File: config.mk
export PLATFORM = sky130hd
export DESIGN_NAME = sprite_locator
export DESIGN_NICKNAME = d
export VERILOG_FILES = /design/src/icon_pkg.sv /design/src/sprite_locator.sv
export SDC_FILE = /design/constraint.sdc
export NUM_CORES = 1
export LEC_CHECK = 0
export ABC_AREA = 1
export BUFFER_PORTS_ARGS = -buffer_cell sky130_fd_sc_hd__buf_2
export CAP_MARGIN = 25
export CELL_PAD_IN_SITES_DETAIL_PLACEMENT = 1
export CELL_PAD_IN_SITES_GLOBAL_PLACEMENT = 1
export CORE_UTILIZATION = 19
export DETAILED_ROUTE_END_ITERATION = 10
export PLACE_DENSITY = 0.86
export SETUP_SLACK_MARGIN = 0.15
export SLEW_MARGIN = 20
export SYNTH_ARGS = -nofsm -noshare
export SYNTH_HDL_FRONTEND = slang
export SYNTH_SLANG_ARGS = --single-unit
File: constraint.sdc
create_clock -name clk -period 1.2 [get_ports clk]
set_input_delay 0.12 -clock clk [delete_from_list [all_inputs] [get_ports clk]]
set_output_delay 0.12 -clock clk [all_outputs]
set_load 0.01 [all_outputs]
File: src/icon_pkg.sv
`default_nettype none

package icon_pkg;

  ////////////////////////////////////////
  // scan and tile geometry
  ////////////////////////////////////////

  localparam int coord_w    = 11;                     // row, column and robot location width
  localparam int tile_shift = 6;                      // low bits inside one 64x64 robot tile

  ////////////////////////////////////////
  // memory sizes
  ////////////////////////////////////////

  localparam int sprite_addr_w   = 2 * tile_shift;    // 64x64 sprite, 4K entries
  localparam int backdrop_addr_w = 17;                // 128K backdrop entries

  // backdrop image is squashed vertically, one image row per six scan rows
  localparam int backdrop_row_div   = 6;
  localparam int backdrop_row_pitch = 1024;           // entries per image row

  localparam int load_addr_w = backdrop_addr_w;       // wide enough for either plane

  ////////////////////////////////////////
  // pixel types
  ////////////////////////////////////////

  localparam int channel_w = 4;                       // bits per colour channel

  typedef struct packed {
    logic [channel_w-1:0] blue;                       // msb nibble
    logic [channel_w-1:0] green;
    logic [channel_w-1:0] red;                        // lsb nibble
  } rgb12_t;

  typedef struct packed {
    logic   valid;                                    // pixel carries colour
    rgb12_t rgb;
  } pixel_out_t;

  // which memory a load write goes to
  typedef enum logic {
    load_sprite   = 1'b0,
    load_backdrop = 1'b1
  } load_target_e;

endpackage

`default_nettype wire

File: src/sprite_locator.sv
`timescale 1ns/1ps
`default_nettype none

// robot tile hit test and sprite address stage
module sprite_locator (
  input  logic                             clk,
  input  logic                             rst_n,
  input  logic [icon_pkg::coord_w-1:0]     pixel_row,     // scan row
  input  logic [icon_pkg::coord_w-1:0]     pixel_column,  // scan column
  input  logic [icon_pkg::coord_w-1:0]     loc_x,         // robot tile column position
  input  logic [icon_pkg::coord_w-1:0]     loc_y,         // robot tile row position
  output logic                             hit,
  output logic [icon_pkg::sprite_addr_w-1:0] sprite_addr
);
  import icon_pkg::*;

  localparam int tile_w = coord_w - tile_shift;      // width of a tile number

  ////////////////////////////////////////
  // tile numbers
  ////////////////////////////////////////

  logic [tile_w-1:0] pix_tile_row;
  logic [tile_w-1:0] pix_tile_col;
  logic [tile_w-1:0] bot_tile_row;
  logic [tile_w-1:0] bot_tile_col;

  assign pix_tile_row = pixel_row[coord_w-1:tile_shift];      // upper bits pick the tile
  assign pix_tile_col = pixel_column[coord_w-1:tile_shift];
  assign bot_tile_row = loc_y[coord_w-1:tile_shift];
  assign bot_tile_col = loc_x[coord_w-1:tile_shift];

  logic hit_next;                                     // pixel falls in the robot tile

  assign hit_next = (pix_tile_row == bot_tile_row) &&
                    (pix_tile_col == bot_tile_col);

  ////////////////////////////////////////
  // offset inside the tile
  ////////////////////////////////////////

  logic [sprite_addr_w-1:0] addr_next;

  // row offset in the upper half, column offset in the lower half
  assign addr_next = {pixel_row[tile_shift-1:0], pixel_column[tile_shift-1:0]};

  ////////////////////////////////////////
  // registers
  ////////////////////////////////////////

  always_ff @(posedge clk) begin
    if (!rst_n) begin
      hit <= 1'b0;                                    // no sprite while in reset
    end else begin
      hit <= hit_next;
    end
  end

  always_ff @(posedge clk) begin
    sprite_addr <= addr_next;                         // follows the scan every cycle
  end

endmodule

`default_nettype wire

==> results.toml <==
[floorplan]
start_util_pct = 20.5
die_h_um = 51.1
die-area_sq_mm = 0.00261
row_count = 17
core_sq_mm = 0.00223
die_w_um = 51.1
ios = 59

[grt]
grt_pass1_vias = 532
overflow = 0
grt_max_degree = 8
antenna_found_initial = 0
grt_pass1_wl_um = 2200
grt_usage_pct = 11.8

[yosys]
synth-xor-area-share_pct = 7.65
synthesis.nets = 105
synth-simple-area-share_pct = 22.4
synth_area_sq_um = 458
ys_seq_area_share_pct = 56.8
yosysWarningCount = 0
syn_inst = 59
syn_avg_cell_area_sq_um = 7.76
synth_compound_area_share_pct = 0
synth_fa_ha_area_share_pct = 0
ys_ff_latch = 13
synth_top_family_by_area = "simple AND/OR/NAND/NOR gates"
synthMuxAreaShare_pct = 0
synth.distinct_cells = 7

[min_path]
hold_class = "input port to flip-flop"

[worst_setup_path]
cp_max_fo = 1
crit_type = "flip-flop to output port"
critical_path.endpoint_type = "output port"
worstSetupStartpointType = "flip-flop"
path_buf_inv = 1
slowest_stage = "dfxtp_1"
path_cells = "buf_2"
path_delay_family = "flip-flops"
slowest_delay_ns = 0.33
crit_required_ns = 1.08
critPathArrivalTime_ns = 0.73

[status]
status = "complete, no violations"

[sta]
rsz0062_at_grt = "false"
fin_ws_ns = 0.353
timing.final.crit_period_ns = 0.847
fin_tns_setup_ns = 0
slew_headroom_pct = 91.9
worstMarginPinSlew_ns = 0.121
slew_viol_final = 0
fmaxAchievable_ghz = 1.18
setup_violations = 0
finalHoldViolations = 0
fin_crit_sh_pct = 70.6

[layout]
finalInstanceArea_sq_um = 870
fillerInstances = 289
fin_util_pct = 38.9
final_cell_mix = "46 x buf_2, 19 x nand2_1, 16 x inv_1, 13 x dfxtp_1, 12 x dlygate4sd3_1"
final_common_cell = "buf_2"
antennaDiodeCount = 0
nets = 168
syn_to_final_growth_pct = 89.9
drive_gt1_share_pct = 41.3

[place]
dpl-instance-area_sq_um = 723
port_buffers = 46
globalplace.congestion = 0.652
pre_cts_ws_ns = 0.397
dpl.hpwl_um = 1030

[cts]
cts_tree = "built"
cts_num_sinks = 13
htree_levels = 1
post-cts-setup-buffer-count = 0
root_buffer = "clkbuf_4"
cts_resized = 0
clkTransAtPathRegs_ns = 0.08
cts_made_buffers = 3
clockBufferDepth = 2

[drt]
drtPass1Iterations = 2
via_per_inst = 3.81
drc = 0
vias = 568
wl_um = 1490
ant_nets = 0
routedWlPerCell_um = 9.98
first_iter_violations = 2

[pwr]
max-vdd-ir-drop_uv = 514
power.leakage_uw = 0.000509
power.density_mw_per_mm2 = 1020
p_total_uw = 885

[flow_run]
drv_cap = 0
state kept, by name, indices dropped and copies added (netlist names):
name,cells
hit,1
sprite_addr,12
what timing repair did:
action | 4_1_cts | 5_1_grt
setup endpoints to repair | 0 | 0
hold buffers | 12 | 0
hold endpoints to repair | 12 | 0
cells in the mapped netlist:
library cell / number / share of area, %
nand2_1: 19 / 16
nor2_2: 1 / 1.4
nor2_1: 4 / 3.3
nand3_1: 2 / 2.2
inv_1: 16 / 13
dfxtp_1: 13 / 57
xnor2_1: 4 / 7.6
area by class of cell:
| class | count | area (sq um) | area share, % |
|---|---|---|---|
| multi-input cells | 30 | 138 | 15.8 |
| clock buffers | 4 | 26.3 | 3.02 |
| flip-flops and latches | 13 | 260 | 29.9 |
| repair buffers | 58 | 350 | 40.3 |
| well taps | 28 | 35.0 | 4.03 |
| inverters | 16 | 60.1 | 6.91 |
cell families after synthesis:
group / after synthesis
XOR/XNOR: 4
AND/OR/NAND/NOR: 26
flip-flops: 13
buffers and inverters: 16
path summary, 6_finish.rpt:
path              slack (ns)       startpoint              end  depth (start not counted)
hold / removal          0.15     pixel_row[7]              hit                          4
setup / recovery        0.35  sprite_addr[11]  sprite_addr[11]                          1
report_power, final:
part	switching, uW	internal, uW	total (uW)	leakage (uW)
clock network	128	128	256	0.0000150
logic	70.6	101	172	0.000384
registers	5.48	453	458	0.000109
total	204	682	885	0.000509
routing by layer:
metal / global-route usage (%) / vias up / share of wire, %
li1: - / 286 / -
met1: 8.81 / 241 / 33
met2: 24.8 / 35 / 55
met3: 4.17 / 6 / 9.1
met4: 6.02 / 0 / 3.6
met5: 0 / - / 0
metrics by stage:
step | hold slack [ns] | instances
2_1_floorplan | 0.148 | 59
3_3_place_gp | 0.222 | 133
3_5_place_dp | 0.225 | 133
4_1_cts | 0.151 | 149
5_1_grt | 0.168 | 149
6_report | 0.151 | 149
Power figures use the tool's default switching activity.
