**config.mk**
```make
export PLATFORM = sky130hd
export DESIGN_NAME = backdrop_scaler
export DESIGN_NICKNAME = d
export VERILOG_FILES = /design/src/icon_pkg.sv /design/src/backdrop_scaler.sv
export SDC_FILE = /design/constraint.sdc
export NUM_CORES = 1
export LEC_CHECK = 0
export ABC_CLOCK_PERIOD_IN_PS = 3400
export BUFFER_PORTS_ARGS = -buffer_cell sky130_fd_sc_hd__clkbuf_2
export CAP_MARGIN = 20
export CORE_UTILIZATION = 46
export CTS_CLUSTER_SIZE = 8
export DETAILED_ROUTE_END_ITERATION = 12
export PLACE_DENSITY = 0.76
export SETUP_SLACK_MARGIN = 0.5
export SYNTH_ARGS = -nofsm -noshare
export SYNTH_HDL_FRONTEND = slang
export SYNTH_SLANG_ARGS = --single-unit
```
**constraint.sdc**
```tcl
create_clock -name clk -period 3.4 [get_ports clk]
set_input_delay 0.68 -clock clk [delete_from_list [all_inputs] [get_ports clk]]
set_output_delay 0.68 -clock clk [all_outputs]
set_load 0.005 [all_outputs]
```
**src/icon_pkg.sv**
```systemverilog
`default_nettype none

package icon_pkg;

  ////////////////////////////////////////
  // scan and tile geometry
  ////////////////////////////////////////

  localparam int coord_w    = 11;                     // row, column and robot location width
  localparam int tile_shift = 6;                      // low bits inside one 64x64 robot tile

  ////////////////////////////////////////
  // memory sizes
  ////////////////////////////////////////

  localparam int sprite_addr_w   = 2 * tile_shift;    // 64x64 sprite, 4K entries
  localparam int backdrop_addr_w = 17;                // 128K backdrop entries

  // backdrop image is squashed vertically, one image row per six scan rows
  localparam int backdrop_row_div   = 6;
  localparam int backdrop_row_pitch = 1024;           // entries per image row

  localparam int load_addr_w = backdrop_addr_w;       // wide enough for either plane

  ////////////////////////////////////////
  // pixel types
  ////////////////////////////////////////

  localparam int channel_w = 4;                       // bits per colour channel

  typedef struct packed {
    logic [channel_w-1:0] blue;                       // msb nibble
    logic [channel_w-1:0] green;
    logic [channel_w-1:0] red;                        // lsb nibble
  } rgb12_t;

  typedef struct packed {
    logic   valid;                                    // pixel carries colour
    rgb12_t rgb;
  } pixel_out_t;

  // which memory a load write goes to
  typedef enum logic {
    load_sprite   = 1'b0,
    load_backdrop = 1'b1
  } load_target_e;

endpackage

`default_nettype wire

```
**src/backdrop_scaler.sv**
```systemverilog
`timescale 1ns/1ps
`default_nettype none

// backdrop address, image row = scan row / 6, image column = scan column
module backdrop_scaler (
  input  logic                                 clk,
  input  logic [icon_pkg::coord_w-1:0]         pixel_row,
  input  logic [icon_pkg::coord_w-1:0]         pixel_column,
  output logic [icon_pkg::backdrop_addr_w-1:0] backdrop_addr
);
  import icon_pkg::*;

  localparam int pitch_w = $clog2(backdrop_row_pitch);      // 10 for 1024 entries
  localparam int sum_w   = coord_w + pitch_w + 1;           // room for base plus column

  ////////////////////////////////////////
  // row scaling
  ////////////////////////////////////////

  logic [coord_w-1:0] image_row;                      // at most 341 for an 11 bit row

  assign image_row = pixel_row / coord_w'(backdrop_row_div);

  ////////////////////////////////////////
  // linear address
  ////////////////////////////////////////

  logic [sum_w-1:0] row_base;                         // first entry of the image row
  logic [sum_w-1:0] linear_addr;

  assign row_base = sum_w'(image_row) * sum_w'(backdrop_row_pitch);

  assign linear_addr = row_base + sum_w'(pixel_column);

  // rows past the memory wrap, only the low address bits are kept
  always_ff @(posedge clk) begin
    backdrop_addr <= linear_addr[backdrop_addr_w-1:0];
  end

endmodule

`default_nettype wire

```
==> summary.md <==
| Metric | Value |
|---|---|
| Status | `finished, final reports clean` |
| Fin crit share | `90.6%` |
| Most frequent cells in the layout | `clkbuf_2 (34), buf_4 (33), dfxtp_1 (17)` |
| Synth Cell Area | `1320 um^2` |
| Worst Path Class, Setup | `in -> reg` |
| Pin count of the biggest net entering global routing | `12` |
| Worst min-delay path class | `in -> reg` |
| CTS Root Cell | `clkbuf_4` |
| Most common cell after layout, fill and taps aside | `clkbuf_2` |
| Async SR Flop Fraction | `0%` |
| Residual DRC count | `0` |
| Yosys cell types | `60` |
| Peak supply drop | `462 uV` |
| Final Non-Filler Cells | `250` |
| Power per cell area | `310 nW/um^2` |
| WP data arrival | `3.25 ns` |
| DR pass1 iterations | `4` |
| Top Registers | `backdrop_addr x17` |
| Crit end category | `register` |
| Area post-placement | `1740 um^2` |
| Total core area | `2730 um^2` |
| First-pass GRT wire length | `6030 um` |
| Crit path launch type | `input pin` |
| Top-area cell type share of the netlist area | `25.9%` |
| Final TNS setup | `0 ns` |
| N_diodes | `0` |
| H-tree depth | `1` |
| Finished Cell Area | `1910 um^2` |
| Final setup violation count | `0` |
| Sequential area share after synthesis | `25.9%` |
| Clock transition at path regs | `0.10 ns` |
| Die Height | `55.5 um` |
| Relative slew slack | `60.7%` |
| Sink Count | `17` |
| Power, Total | `0.592 mW` |
| Setup WS pre-CTS | `-0.0562 ns` |
| Maxcap violations | `0` |
| Fill cell total of the finished layout | `208` |
| Wirelength per Cell | `14.1 um` |
| Min Clock Period, post-route | `3.08 ns` |
| Worst Path Required | `3.57 ns` |
| Main synth FF type | `dfxtp_1` |
| Layout net count | `245` |
| Core Rows | `19` |
| Setup WS post-layout | `0.320 ns` |
| Initial DRC Count | `63` |
| M2 GR Usage | `46.8%` |
| CTS tree | `done` |
| GR peak layer | `met2` |
| Num CTS Buffers | `3` |
| GR Util All Layers | `23.6%` |
| FMAX | `325 MHz` |
| Initial antenna violation count | `0` |
| Met1 Usage GRT | `26.3%` |
| Final wirelength | `3520 um` |
| Hpwl dp | `2720 um` |
| Cell count after synthesis | `153` |
| Vias per inst | `5.70` |
| Area leader, netlist | `dfxtp_1` |
| Final antenna-violating net count | `0` |
| CP max FO | `5` |
| Ports | `40` |
| Lkg Pwr | `0.863 nW` |
| Hold Vio Cnt, Final | `0` |
| Biggest register | `backdrop_addr` |
| Ys Warns | `0` |
| Die W | `55.5 um` |
| Least-Margin Pin Slew | `0.586 ns` |
| Max reg flops | `17` |
| RD Place Congestion | `0.858` |
| Met3 usage | `3.51%` |
| GRT Residual Overflow | `0` |
| Initial Utilization | `48.1%` |
| Max-slew violations | `0` |
| Vias in the first global route | `1430` |
| Number of synthesized flops with an enable pin | `0` |
| PortBufs | `38` |
| RSZ-0062 raised after global routing | `yes` |
| Clk buf depth | `2` |
| Syn nets | `178` |
| Vias | `1424` |
| Synthesized area per cell | `8.59 um^2` |
| Synthesized flop and latch total | `17` |
| Synth area leaders | `dfxtp_1 (26%), a21oi_1 (4.9%), xnor2_1 (3.3%)` |
| Placed Cells | `242` |
| Area Growth Syn to Fin | `45.3%` |
| Area of the die | `3080 um^2` |
| Layout cells sized above 1 | `48.9%` |
synthesized netlist by cell type (all sizes together) (2+ instances only):
cell,instances
and4bb,2
nor3,7
o32a,2
a211oi,5
o22ai,3
o21ai,9
xnor2,5
ha,2
mux2,2
nand2b,6
nor2b,3
dfxtp,17
a21oi,13
a21boi,2
nand3,3
nand2,6
and2b,2
clkbuf,2
inv,6
a22o,3
buf,11
nor2,8
o221ai,3
nand3b,4
xor2,3
a31oi,2
final cells by class:
class / instances / area (um^2) / share of cell area (%)
clock buffers: 3 / 22.5 / 1.18
clock inverters: 1 / 5.00 / 0.262
inverters: 6 / 22.5 / 1.18
multi-input cells: 117 / 956 / 50.0
flip-flops and latches: 17 / 340 / 17.8
well taps: 31 / 38.8 / 2.03
repair buffers: 75 / 526 / 27.5
metrics by stage:
step / util [%] / hold slack [ns]
2_1_floorplan: - / 0.708
3_3_place_gp: 63.5 / 0.782
3_5_place_dp: 63.5 / 0.784
4_1_cts: 69.1 / 0.486
5_1_grt: 69.9 / 0.472
6_report: 69.9 / 0.485
layer usage:
metal  part of all wire [%]  vias up  wire length [um]
met4                    1.1        0                40
met1                     40      658              1400
li1                       -      712                 -
met2                     56       48              1960
met5                      0        -                 0
met3                    3.6        6               125
path summary, 6_finish.rpt:
check / endpoint / cells after the start / startpoint / slack [ns]
worst min-delay path: backdrop_addr[8] / 1 / pixel_column[8] / 0.48
worst max-delay path: backdrop_addr[16] / 13 / pixel_row[5] / 0.32
timing repair:
action	in CTS	in global routing
setup buffers	3	0
gates resized for setup	17	6
hold buffers	0	0
setup endpoints to repair	3	4
hold endpoints to repair	0	0
gates cloned	1	0
pin swaps	6	2
power breakdown:
part / leakage [nW] / internal [mW] / switching [mW]
combinational: 0.702 / 0.134 / 0.127
clock: 0.0177 / 0.0437 / 0.0595
sequential: 0.143 / 0.223 / 0.00613
total: 0.863 / 0.400 / 0.192
cells by family after synthesis:
| family | after synthesis | share of synthesized area [%] |
|---|---|---|
| AOI/OAI and AO/OA | 56 | 30.8 |
| xor gates and xnor gates | 8 | 5.33 |
| buffers and inverters | 19 | 8.37 |
| DFF | 17 | 25.9 |
| adders and majority gates | 2 | 1.90 |
| muxes | 3 | 2.76 |
| and+or+nand+nor | 48 | 24.9 |
critical path: stages:
cell and delay, ns:
clkbuf_16 0.13, or2_0 0.22, o32a_1 0.33, a22o_1 0.23
and3_4 0.16, mux2_4 0.29, o32a_1 0.17, a21oi_2 0.15
ha_2 0.23, ha_4 0.13, nor4b_4 0.26, a32o_2 0.23
a211oi_2 0.03
No activity file was read; power rests on OpenSTA's default activity.
